==> config.mk <==
export PLATFORM = sky130hd
export DESIGN_NAME = floor_logic_top
export DESIGN_NICKNAME = d
export VERILOG_FILES = /design/src/elevator_pkg.sv /design/src/car_dispatch.sv /design/src/floor_logic_top.sv /design/src/floor_stack.sv /design/src/push_arbiter.sv /design/src/request_latch.sv
export SDC_FILE = /design/constraint.sdc
export NUM_CORES = 1
export LEC_CHECK = 0
export BUFFER_PORTS_ARGS = -buffer_cell sky130_fd_sc_hd__clkbuf_2
export CAP_MARGIN = 40
export CORE_MARGIN = 3
export CORE_UTILIZATION = 63
export CTS_CLUSTER_DIAMETER = 120
export CTS_CLUSTER_SIZE = 10
export DETAILED_ROUTE_END_ITERATION = 12
export PLACE_DENSITY_LB_ADDON = 0.08
export SYNTH_ARGS = -nofsm -noshare
export SYNTH_HDL_FRONTEND = slang
export SYNTH_HIERARCHICAL = 1
export SYNTH_SLANG_ARGS = --single-unit
==> constraint.sdc <==
create_clock -name clock -period 16.7 [get_ports clock]
set_clock_uncertainty 0.15 [all_clocks]
set_input_delay 0 -clock clock [delete_from_list [all_inputs] [get_ports clock]]
set_output_delay 0 -clock clock [all_outputs]
set_load 0.01 [all_outputs]
==> src/elevator_pkg.sv <==
package elevator_pkg;

    //////////////////////////////
    // Sizes
    //////////////////////////////

    localparam int NUM_FLOORS  = 11;
    localparam int STACK_DEPTH = 11;

    // Pointer counts entries, so it must reach STACK_DEPTH itself
    localparam int STACK_PTR_W = $clog2(STACK_DEPTH + 1);

    //////////////////////////////
    // Vector types
    //////////////////////////////

    // Floor number, 0 is the ground floor
    typedef logic [3:0] floor_t;

    // One bit per floor, bit 0 is the ground floor
    typedef logic [NUM_FLOORS-1:0] floor_mask_t;

    // State code of the car FSM
    typedef logic [5:0] car_state_t;

    // Number of entries held in the floor stack
    typedef logic [STACK_PTR_W-1:0] stack_ptr_t;

    //////////////////////////////
    // Codes
    //////////////////////////////

    // Stop states occupy codes 0 up to this one, one per floor
    localparam car_state_t STATE_STOP_LAST = car_state_t'(NUM_FLOORS - 1);

    // Selector value shown while emergency is active
    localparam floor_t SELECT_EMERGENCY = 4'hF;

    localparam logic DIR_UP   = 1'b1;
    localparam logic DIR_DOWN = 1'b0;

    //////////////////////////////
    // Structs
    //////////////////////////////

    // One push request, from a latch or into the stack
    typedef struct packed {
        logic   valid;
        floor_t floor;
    } floor_req_t;

    // Where the car is and whether it stands still
    typedef struct packed {
        logic   stopped;
        floor_t floor;
    } car_status_t;

    // Codes 0 to 10 are the stop states
    function automatic logic is_stop_state(input car_state_t state);
        return state <= STATE_STOP_LAST;
    endfunction

endpackage

==> src/car_dispatch.sv <==
`timescale 1ns/1ps

module car_dispatch import elevator_pkg::*; (
    input  logic        clock,
    input  logic        reset_n,
    input  car_state_t  elevator_state,
    input  floor_t      current_floor,
    input  logic        power_switch,
    input  logic        emergency_btn,
    input  logic        door_open_btn,
    input  logic        door_close_btn,
    input  floor_t      top,
    input  logic        empty,
    output car_status_t status,
    output logic        flush,
    output logic        pop,
    output floor_t      floor_selector,
    output logic        direction,
    output logic        activate,
    output logic        door_open_allowed,
    output logic        door_close_allowed
);

    logic stopped;
    logic at_top;

    //////////////////////////////
    // Car status
    //////////////////////////////

    assign stopped = is_stop_state(elevator_state);

    always_comb begin
        status.stopped = stopped;
        status.floor   = current_floor;
    end

    // Lost power or emergency wipes every request
    assign flush = !power_switch || emergency_btn;

    // Car already stands at the newest request
    assign at_top = stopped && !empty && (top == current_floor);

    // Served entry leaves the stack at the next edge
    assign pop = at_top && !flush;

    //////////////////////////////
    // Target registers
    //////////////////////////////

    always_ff @(posedge clock or negedge reset_n) begin
        if (!reset_n) begin
            floor_selector <= '0;
            direction      <= DIR_UP;
            activate       <= 1'b0;
        end else if (emergency_btn) begin
            floor_selector <= SELECT_EMERGENCY;
            direction      <= DIR_UP;
            activate       <= 1'b0;
        end else if (!power_switch) begin
            activate <= 1'b0;
        end else if (stopped && !empty) begin
            if (at_top) begin
                activate <= 1'b0;
            end else begin
                floor_selector <= top;
                activate       <= 1'b1;
                direction      <= (top > current_floor) ? DIR_UP : DIR_DOWN;
            end
        end else begin
            // Selector keeps the last target
            activate <= 1'b0;
        end
    end

    //////////////////////////////
    // Door permits
    //////////////////////////////

    always_comb begin
        door_open_allowed  = stopped && power_switch && door_open_btn;
        door_close_allowed = stopped && power_switch && door_close_btn;
    end

endmodule

==> src/floor_logic_top.sv <==
`timescale 1ns/1ps

module floor_logic_top import elevator_pkg::*; (
    input  logic        clock,
    input  logic        reset_n,
    input  floor_mask_t floor_call_buttons,
    input  floor_mask_t panel_buttons,
    input  logic        door_open_btn,
    input  logic        door_close_btn,
    input  logic        emergency_btn,
    input  logic        power_switch,
    input  floor_t      current_floor_state,
    input  car_state_t  elevator_state,
    output floor_t      elevator_floor_selector,
    output logic        direction_selector,
    output logic        activate_elevator,
    output logic        door_open_allowed,
    output logic        door_close_allowed,
    output floor_mask_t call_button_lights,
    output floor_mask_t panel_button_lights
);

    car_status_t status;
    logic        flush;
    logic        pop;

    floor_req_t  panel_req;
    floor_req_t  hall_req;
    floor_req_t  push;
    logic        panel_grant;
    logic        hall_grant;

    floor_t      top;
    logic        empty;
    logic        full;

    //////////////////////////////
    // Request latches
    //////////////////////////////

    request_latch u_panel_latch (
        .clock   (clock),
        .reset_n (reset_n),
        .buttons (panel_buttons),
        .status  (status),
        .flush   (flush),
        .grant   (panel_grant),
        .lights  (panel_button_lights),
        .req     (panel_req)
    );

    request_latch u_hall_latch (
        .clock   (clock),
        .reset_n (reset_n),
        .buttons (floor_call_buttons),
        .status  (status),
        .flush   (flush),
        .grant   (hall_grant),
        .lights  (call_button_lights),
        .req     (hall_req)
    );

    //////////////////////////////
    // Stack access
    //////////////////////////////

    push_arbiter u_push_arbiter (
        .clock       (clock),
        .reset_n     (reset_n),
        .panel_req   (panel_req),
        .hall_req    (hall_req),
        .full        (full),
        .panel_grant (panel_grant),
        .hall_grant  (hall_grant),
        .push        (push)
    );

    floor_stack u_floor_stack (
        .clock   (clock),
        .reset_n (reset_n),
        .push    (push),
        .pop     (pop),
        .flush   (flush),
        .top     (top),
        .empty   (empty),
        .full    (full)
    );

    //////////////////////////////
    // Dispatcher
    //////////////////////////////

    car_dispatch u_car_dispatch (
        .clock              (clock),
        .reset_n            (reset_n),
        .elevator_state     (elevator_state),
        .current_floor      (current_floor_state),
        .power_switch       (power_switch),
        .emergency_btn      (emergency_btn),
        .door_open_btn      (door_open_btn),
        .door_close_btn     (door_close_btn),
        .top                (top),
        .empty              (empty),
        .status             (status),
        .flush              (flush),
        .pop                (pop),
        .floor_selector     (elevator_floor_selector),
        .direction          (direction_selector),
        .activate           (activate_elevator),
        .door_open_allowed  (door_open_allowed),
        .door_close_allowed (door_close_allowed)
    );

endmodule

==> src/floor_stack.sv <==
`timescale 1ns/1ps

module floor_stack import elevator_pkg::*; (
    input  logic       clock,
    input  logic       reset_n,
    input  floor_req_t push,
    input  logic       pop,
    input  logic       flush,
    output floor_t     top,
    output logic       empty,
    output logic       full
);

    localparam stack_ptr_t PTR_FULL = stack_ptr_t'(STACK_DEPTH);

    floor_t     entries [STACK_DEPTH];
    stack_ptr_t ptr;

    logic do_pop;
    logic do_push;

    assign empty = (ptr == '0);
    assign full  = (ptr == PTR_FULL);

    // Most recent entry sits just below the pointer
    assign top = empty ? floor_t'(0) : entries[ptr - 1'b1];

    //////////////////////////////
    // Operation select
    //////////////////////////////

    // Flush cancels both, pop on an empty stack is ignored
    assign do_pop  = !flush && pop && !empty;
    assign do_push = !flush && push.valid && (do_pop || !full);

    //////////////////////////////
    // Pointer
    //////////////////////////////

    always_ff @(posedge clock or negedge reset_n) begin
        if (!reset_n) begin
            ptr <= '0;
        end else if (flush) begin
            ptr <= '0;
        end else if (do_pop) begin
            // A push in the same cycle refills the popped slot
            if (!do_push) begin
                ptr <= ptr - 1'b1;
            end
        end else if (do_push) begin
            ptr <= ptr + 1'b1;
        end
    end

    //////////////////////////////
    // Entry storage
    //////////////////////////////

    always_ff @(posedge clock) begin
        if (do_push) begin
            if (do_pop) begin
                entries[ptr - 1'b1] <= push.floor;
            end else begin
                entries[ptr] <= push.floor;
            end
        end
    end

endmodule

==> src/push_arbiter.sv <==
`timescale 1ns/1ps

module push_arbiter import elevator_pkg::*; (
    input  logic       clock,
    input  logic       reset_n,
    input  floor_req_t panel_req,
    input  floor_req_t hall_req,
    input  logic       full,
    output logic       panel_grant,
    output logic       hall_grant,
    output floor_req_t push
);

    // Set after a panel grant, so the hall side wins the next tie
    logic favor_hall;

    //////////////////////////////
    // Grant decision
    //////////////////////////////

    always_comb begin
        panel_grant = 1'b0;
        hall_grant  = 1'b0;
        if (!full) begin
            if (panel_req.valid && hall_req.valid) begin
                hall_grant  = favor_hall;
                panel_grant = !favor_hall;
            end else begin
                panel_grant = panel_req.valid;
                hall_grant  = hall_req.valid;
            end
        end
    end

    // Granted request goes straight into the stack
    always_comb begin
        push.valid = panel_grant | hall_grant;
        push.floor = hall_grant ? hall_req.floor : panel_req.floor;
    end

    //////////////////////////////
    // Last winner
    //////////////////////////////

    always_ff @(posedge clock or negedge reset_n) begin
        if (!reset_n) begin
            favor_hall <= 1'b0;
        end else if (panel_grant) begin
            favor_hall <= 1'b1;
        end else if (hall_grant) begin
            favor_hall <= 1'b0;
        end
    end

endmodule

==> src/request_latch.sv <==
`timescale 1ns/1ps

module request_latch import elevator_pkg::*; (
    input  logic        clock,
    input  logic        reset_n,
    input  floor_mask_t buttons,
    input  car_status_t status,
    input  logic        flush,
    input  logic        grant,
    output floor_mask_t lights,
    output floor_req_t  req
);

    // Floors lit but not yet handed to the stack
    floor_mask_t pending;

    floor_mask_t here_mask;
    floor_mask_t grant_mask;
    floor_mask_t new_mask;

    //////////////////////////////
    // Masks for this cycle
    //////////////////////////////

    always_comb begin
        here_mask = '0;
        if (status.stopped && (status.floor < NUM_FLOORS)) begin
            here_mask[status.floor] = 1'b1;
        end
    end

    always_comb begin
        grant_mask = '0;
        if (grant && req.valid && (req.floor < NUM_FLOORS)) begin
            grant_mask[req.floor] = 1'b1;
        end
    end

    // A press counts once, and never for the floor the car stands at
    assign new_mask = buttons & ~lights & ~here_mask;

    //////////////////////////////
    // Light and pending registers
    //////////////////////////////

    always_ff @(posedge clock or negedge reset_n) begin
        if (!reset_n) begin
            lights  <= '0;
            pending <= '0;
        end else if (flush) begin
            lights  <= '0;
            pending <= '0;
        end else begin
            lights  <= (lights | new_mask) & ~here_mask;
            pending <= (pending | new_mask) & ~here_mask & ~grant_mask;
        end
    end

    // Offer the lowest pending floor, held until granted
    always_comb begin
        req.valid = |pending;
        req.floor = '0;
        for (int i = NUM_FLOORS - 1; i >= 0; i--) begin
            if (pending[i]) begin
                req.floor = floor_t'(i);
            end
        end
    end

endmodule

Word-level counts from Yosys, hierarchy flattened
Memory sizes are Yosys's and may differ from the RTL's.
Cells that the tools add are included.
Widths: inputs -> output; s select.
{ "word_totals": {"mem_bits_rw": 44, "in_bits": 38, "elab_cells": 152, "regBits": 55, "n_memories": 1} }
{ "mem_list": {"columns": ["name", "depth", "word_bits", "rd", "rd_clocked_by_memory_dff", "write_ports", "line", "text"], "rows": [
  ["u_floor_stack.entries", 11, 4, 1, 0, 1, "floor_stack.sv:16", "floor_t entries [STACK_DEPTH];"]
]} }
{ "op_classes": {"muxes": 69, "n_lt_le_gt_ge": 11, "n_eq_ne": 4, "addsub": 2, "reduce_logical": 36, "bitwise_logic": 20} }
{ "op_table": {"columns": ["cell", "count"], "rows": [
  ["$mux 4", 34],
  ["$and 11x11->11", 10],
  ["$mux 11", 7],
  ["$not 11->11", 5],
  ["$or 11x11->11", 4],
  ["$mux 1", 25],
  ["$reduce_or 11->1", 2],
  ["$logic_and 1x1->1", 19],
  ["$lt 4x5->1 const B", 3],
  ["$demux 1 s4", 3],
  ["$ge 4x1->1 const B", 3],
  ["$lt 4x4->1 const B", 3],
  ["$le 6x4->1 const B", 1],
  ["$reduce_bool 2->1", 3],
  ["$logic_not 1->1", 5],
  ["$add 4x1->4 const B", 1],
  ["$eq 4x4->1", 1],
  ["$eq 4x4->1 const B", 1],
  ["$gt 4x4->1", 1],
  ["$logic_not 4->1", 1],
  ["$reduce_or 4->1", 1],
  ["$sub 4x1->4 const B", 1],
  ["$ne 3x2->1 const B", 1],
  ["$reduce_and 3->1", 1],
  ["5 further kinds", 6]
]} }

Logic depth before layout (Yosys ltp)
{ "logic_depth": {"word_depth": 19, "mapped_depth": 19} }

By module
Netlist, hierarchy kept.
{ "modules_own_cells": {"columns": ["module", "instances", "seq_area_each_um2", "area_each_um2", "cells_each"], "rows": [
  ["floor_stack", 1, 1421.4, 2518.7, 202],
  ["request_latch (u_panel_latch)", 1, 550.5, 1144.8, 113],
  ["request_latch (u_hall_latch)", 1, 550.5, 1133.6, 111],
  ["car_dispatch", 1, 151.4, 455.4, 50],
  ["push_arbiter", 1, 25.0, 135.1, 15]
]} }

Worst setup path after synthesis
OpenSTA, ideal clock, no wires.
{ "synth_path": {"path_kind": "reg-to-reg", "startpoint": "reg u_floor_stack.ptr[0]", "endpoint": "mem u_floor_stack/entries[0][0] in the netlist's numbering (enable)", "path_slack_ns": 10.838, "required_time_ns": 16.189, "synth_period_minus_slack_ns": 5.862, "arrival_ns": 5.351, "setup_ns": 0.361, "path_stages_with_launch": 18, "cell_sequence": "dfrtp_1 > buf_4 > clkbuf_1 > buf_2 > inv_1 > ha_1 > clkbuf_1 > clkinv_1 > mux4_2 > a21oi_1 > or3_1 > ha_1 > and4_1 > nor4b_1 > nor3b_2 > a221oi_4 > mux2_2 > nor3_1"} }
{ "synth_between": {"elab_chain_len": 14} }
{ "synth_rtl": {"columns": ["item", "line", "text"], "rows": [
  ["from (decl)", "floor_stack.sv:17", "stack_ptr_t ptr;"],
  ["from (signal assigned)", "floor_stack.sv:48", "ptr <= ptr - 1'b1;"],
  ["from (signal assigned)", "floor_stack.sv:51", "ptr <= ptr + 1'b1;"],
  ["$sub 4x1->4", "floor_stack.sv:26", "assign top = empty ? floor_t'(0) : entries[ptr - 1'b1];"],
  ["$mem_v2 11x4", null, null],
  ["$mux 4 *", "floor_stack.sv:26", null],
  ["named net top[3]", "floor_logic_top.sv:33", "floor_t top;"],
  ["$eq 4x4->1 *", "car_dispatch.sv:42", "assign at_top = stopped && !empty && (top == current_floor);"],
  ["$logic_and 1x1->1 *", "car_dispatch.sv:42", null],
  ["$logic_and 1x1->1 *", "car_dispatch.sv:45", "assign pop = at_top && !flush;"],
  ["named net pop", "floor_logic_top.sv:25", "logic pop;"],
  ["$logic_and 1x1->1 * (2 in a row)", "floor_stack.sv:33", "assign do_pop = !flush && pop && !empty;"],
  ["$logic_or 1x1->1", "floor_stack.sv:34", "assign do_push = !flush && push.valid && (do_pop || !full);"],
  ["$logic_and 1x1->1", "floor_stack.sv:34", null],
  ["$mux 1", "floor_stack.sv:60", "if (do_push) begin"],
  ["$mux 1 (not written as such)", "floor_stack.sv:64", "entries[ptr] <= push.floor;"],
  ["$reduce_or 4->1 (no line)", null, null],
  ["$mux 4 (no line) or $mux 1 (tied branches)", null, null],
  ["to (decl)", "floor_stack.sv:16", null]
]} }
Mark *: on every way through the listed nets, which the timed path passes. The rest lies on a longest branch.

Final worst setup path
{ "layout_path": {"startpoint": "reg u_floor_stack.ptr[0]", "endpoint": "mem u_floor_stack/entries[0][2] in the netlist's numbering (enable)"} }
The elaborated chain is that of the path after synthesis.

==> results.ini <==
[power]
power_dens_cells_mw_per_mm2 = 86.51
irDropWorstVdd_mv = 0.06510
report.power.total_uw = 537.9
power.static_leakage_uw = 0.002576

[synthesis]
synth.ff_latch_count = 99
synth.largest_area_cell = dfrtp_1
synth-edff-count = 44
largest_cells_by_area_after_synthesis = dfrtp_1, edfxtp_1, mux2i_1
post_synth_num_cell_types = 75
area_fraction_in_compound_gates_after_synthesis = 0.1914
synth-seq-area-share = 0.5009
postSynthCellCount = 491
synth_top_family_by_area = compound AO/OA/AOI/OAI gates
yosys.area_share.simple = 0.1677
synth-adder-area-share = 0.01626
yosys-mux-area-fraction = 0.07873
syn-mean-instance-area_um2 = 10.97
async_flop_share = 0.5556
synthesized_area_mm2 = 0.005388
synth.yosys.warnings = 6
mappedNetlistNets = 536
synth_top_flop_cell = dfrtp_1
synth_xor_xnor_area_share = 0.006270
netlist.area_leader.share = 0.2508

[finish]
final_net_count = 625
diodes = 0
synthToLayoutAreaGrowth_pct = 15.40
layout-drive-gt1-share = 0.2034

[timing]
max_slew.worst_pin.slew_ns = 0.7498
grt_setup_unrepaired = no
clock.fmax_ghz = 0.1797
finalMaxSlewViolations = 0
layout_worst_path_cycle_share = 0.3332
remaining_max_slew_budget_at_the_tightest_pin = 0.5001
finalHoldViolations = 0
period_minus_slack_ns = 5.565
report.final.setup_viol = 0
setup-tns-final_ns = 0

[placement]
gpl.final_weighted_congestion = 0.9610
placement.io_buffers = 67
dp_hpwl_mm = 8.990

[global_routing]
grt.overflow.total = 0
grt_first_pass_wirelength_mm = 20.47
globalRouteTotalUtil = 0.2669
antenna_found_initial = 0
grt_max_degree = 56
number_of_global_route_vias_before_repair = 4302

[worst_setup_path]
slowest_delay_ns = 0.51
cpLargestDelayFamily = simple AND/OR/NAND/NOR gates
timing.critical_path.cells = buf_4 > inv_1 > ha_1 > clkinv_1 > mux4_2 > a21oi_1 > or3_1 > ha_1 > and4_1 > nor4b_2 > buf_4 > nor3b_2 > a221oi_4 > mux2_2 > nor3_1
cp_max_fo = 37
rrSetupSlack_ns = 11.14
path_buf_inv = 4
crit_path_end_kind = register
timing_worst_setup_path_type = register to register
worst_path_max_delay_cell = nor3_1
critPathArrivalTime_ns = 5.42
critPathRequiredTime_ns = 16.56
timing.critical_path.from_type = register

[cts]
tritoncts = built
cts_root_buffer = clkbuf_8
clock_sink_count = 99
cts_buffers = 9
clk_latency_ns = 0.36
clk_pin_slew_worst_paths_ns = 0.09
htree_num_levels = 3
cts_max_path_buffers = 2

[floorplanning]
design.core.area_mm2 = 0.008258
floorplan.initialDensity = 0.6524
top_level_ports = 68
dieHeight_um = 98.48
floorplan.die.width_um = 98.48
rows = 33
floorplan.die_area_mm2 = 0.009697

[drt]
wl_per_cell_um = 18.25
drt_wl_total_mm = 12.59
drt_first_pass_iters = 6
drc = 0
via_density_per_instance = 6.201
detailed_route_via_count = 4279
dr.first_iter.drc_count = 290
antenna_violating_nets_post_route = 0

[flow_run]
cap_violations = 0

[worst_hold_path]
hp-class = input port to register

[run_status]
status = finished, final reports clean

-- worst reg2reg max path, delay by kind of cell (launching register included) --
family          cells  cell delay (ns)
simple gates        5             1.52
buf+inv             4             1.17
fa+ha+maj           2             0.80
mux                 2             0.74
compound gates      2             0.50
flops               1             0.33
-- flip-flops by register name, indices dropped and copies added, names as in the netlist --
name	flops
u_car_dispatch/activate	1
u_car_dispatch/direction	1
u_car_dispatch/floor_selector	4
u_floor_stack/entries	44
u_floor_stack/ptr	4
u_hall_latch/lights	11
u_hall_latch/pending	11
u_panel_latch/lights	11
u_panel_latch/pending	11
u_push_arbiter/favor_hall	1
-- layout by cell type, fill, tap and decap left out, drive strengths merged, types with 4 or more instances in the layout --
cell type and n:
buf 5, nor4 5, dlygate4sd3 26, mux2 7, a311oi 6, nor3 14, nor3b 8, edfxtp 44
o21a 20, o21ai 25, a41oi 7, a21oi 25, inv 28, nor2 53, a211oi 11, mux2i 24
a21o 5, ha 7, nor2b 27, mux4 4, dfrtp 54, nand2b 7, clkbuf 78, a31oi 14
or3 5, nand2 16
-- worst paths after layout --
path,depth (start not counted),endpoint,start
hold / removal,4,u_car_dispatch/direction$_DFFE_PN1P_,elevator_state[5]
max in group asynchronous,3,u_panel_latch/lights[8]$_DFF_PN0_,reset_n
min in group asynchronous,3,u_hall_latch/lights[6]$_DFF_PN0_,reset_n
setup / recovery,15,u_floor_stack/entries[0][2]$_DFFE_PP_,u_floor_stack/ptr[0]$_DFFE_PN0P_
hold reg to reg,1,u_push_arbiter/favor_hall$_DFFE_PN0P_,u_push_arbiter/favor_hall$_DFFE_PN0P_
setup reg to reg,15,u_floor_stack/entries[0][2]$_DFFE_PP_,u_floor_stack/ptr[0]$_DFFE_PN0P_
-- Yosys cell counts, drive strengths merged, types with 8 or more instances --
| cell | number |
|---|---|
| clkbuf | 10 |
| edfxtp | 44 |
| nor2 | 53 |
| a211oi | 11 |
| o21a | 20 |
| o21ai | 25 |
| mux2i | 24 |
| buf | 10 |
| nor3 | 14 |
| nand2 | 16 |
| dfrtp | 54 |
| a31oi | 14 |
| inv | 23 |
| a21oi | 25 |
| nor3b | 8 |
| nor2b | 27 |
-- layer usage --
layer  up-vias  track usage  part of all wire
li1       2029            -                 -
met1      2028       0.3384              0.42
met2       189       0.4535              0.50
met3        33      0.04317             0.061
met4         0       0.1187             0.027
met5         -            0                 0
-- kinds of logic (layout without fill, tap and decap cells) --
group / Yosys count / after routing
simple gates: 160 / 160
compound gates: 142 / 142
flops: 99 / 99
buf+inv: 45 / 139
mux: 35 / 35
fa+ha+maj: 7 / 7
xor+xnor: 3 / 3
-- through the flow --
step	hold slack (ns)	utilization	area, um^2	std cells	setup WS (ns)
2_1_floorplan	-0.4456	-	5388	491	10.84
3_3_place_gp	0.04539	0.7003	5783	648	11.45
3_5_place_dp	0.05506	0.7003	5783	648	11.23
4_1_cts	0.006620	0.7529	6217	690	11.21
5_1_grt	0.05183	0.7529	6217	690	10.82
6_report	0.03377	0.7529	6217	690	11.14
-- where the power goes --
group	switching [uW]	internal [uW]	leakage, uW	total, uW
clock network	82.8	57.2	0.0000941	140
registers	8.02	273	0.00112	281
logic	70.9	46.1	0.00136	117
-- cell type report --
type	count	area [um^2]
tap	105	131.4
clock inverter	5	41.29
timing repair buffer	98	633.1
sequential	99	2699
clock buffer	11	132.6
inverter	25	93.84
multi-input combinational	347	2486
fill	566	2041
-- timing repair --
action | CTS | global route
setup buffers | 0 | 0
hold buffers | 26 | 0
hold endpoints to repair | 104 | 0
gates resized for setup | 0 | 0
Note: power is estimated with default switching activity, not from simulation.
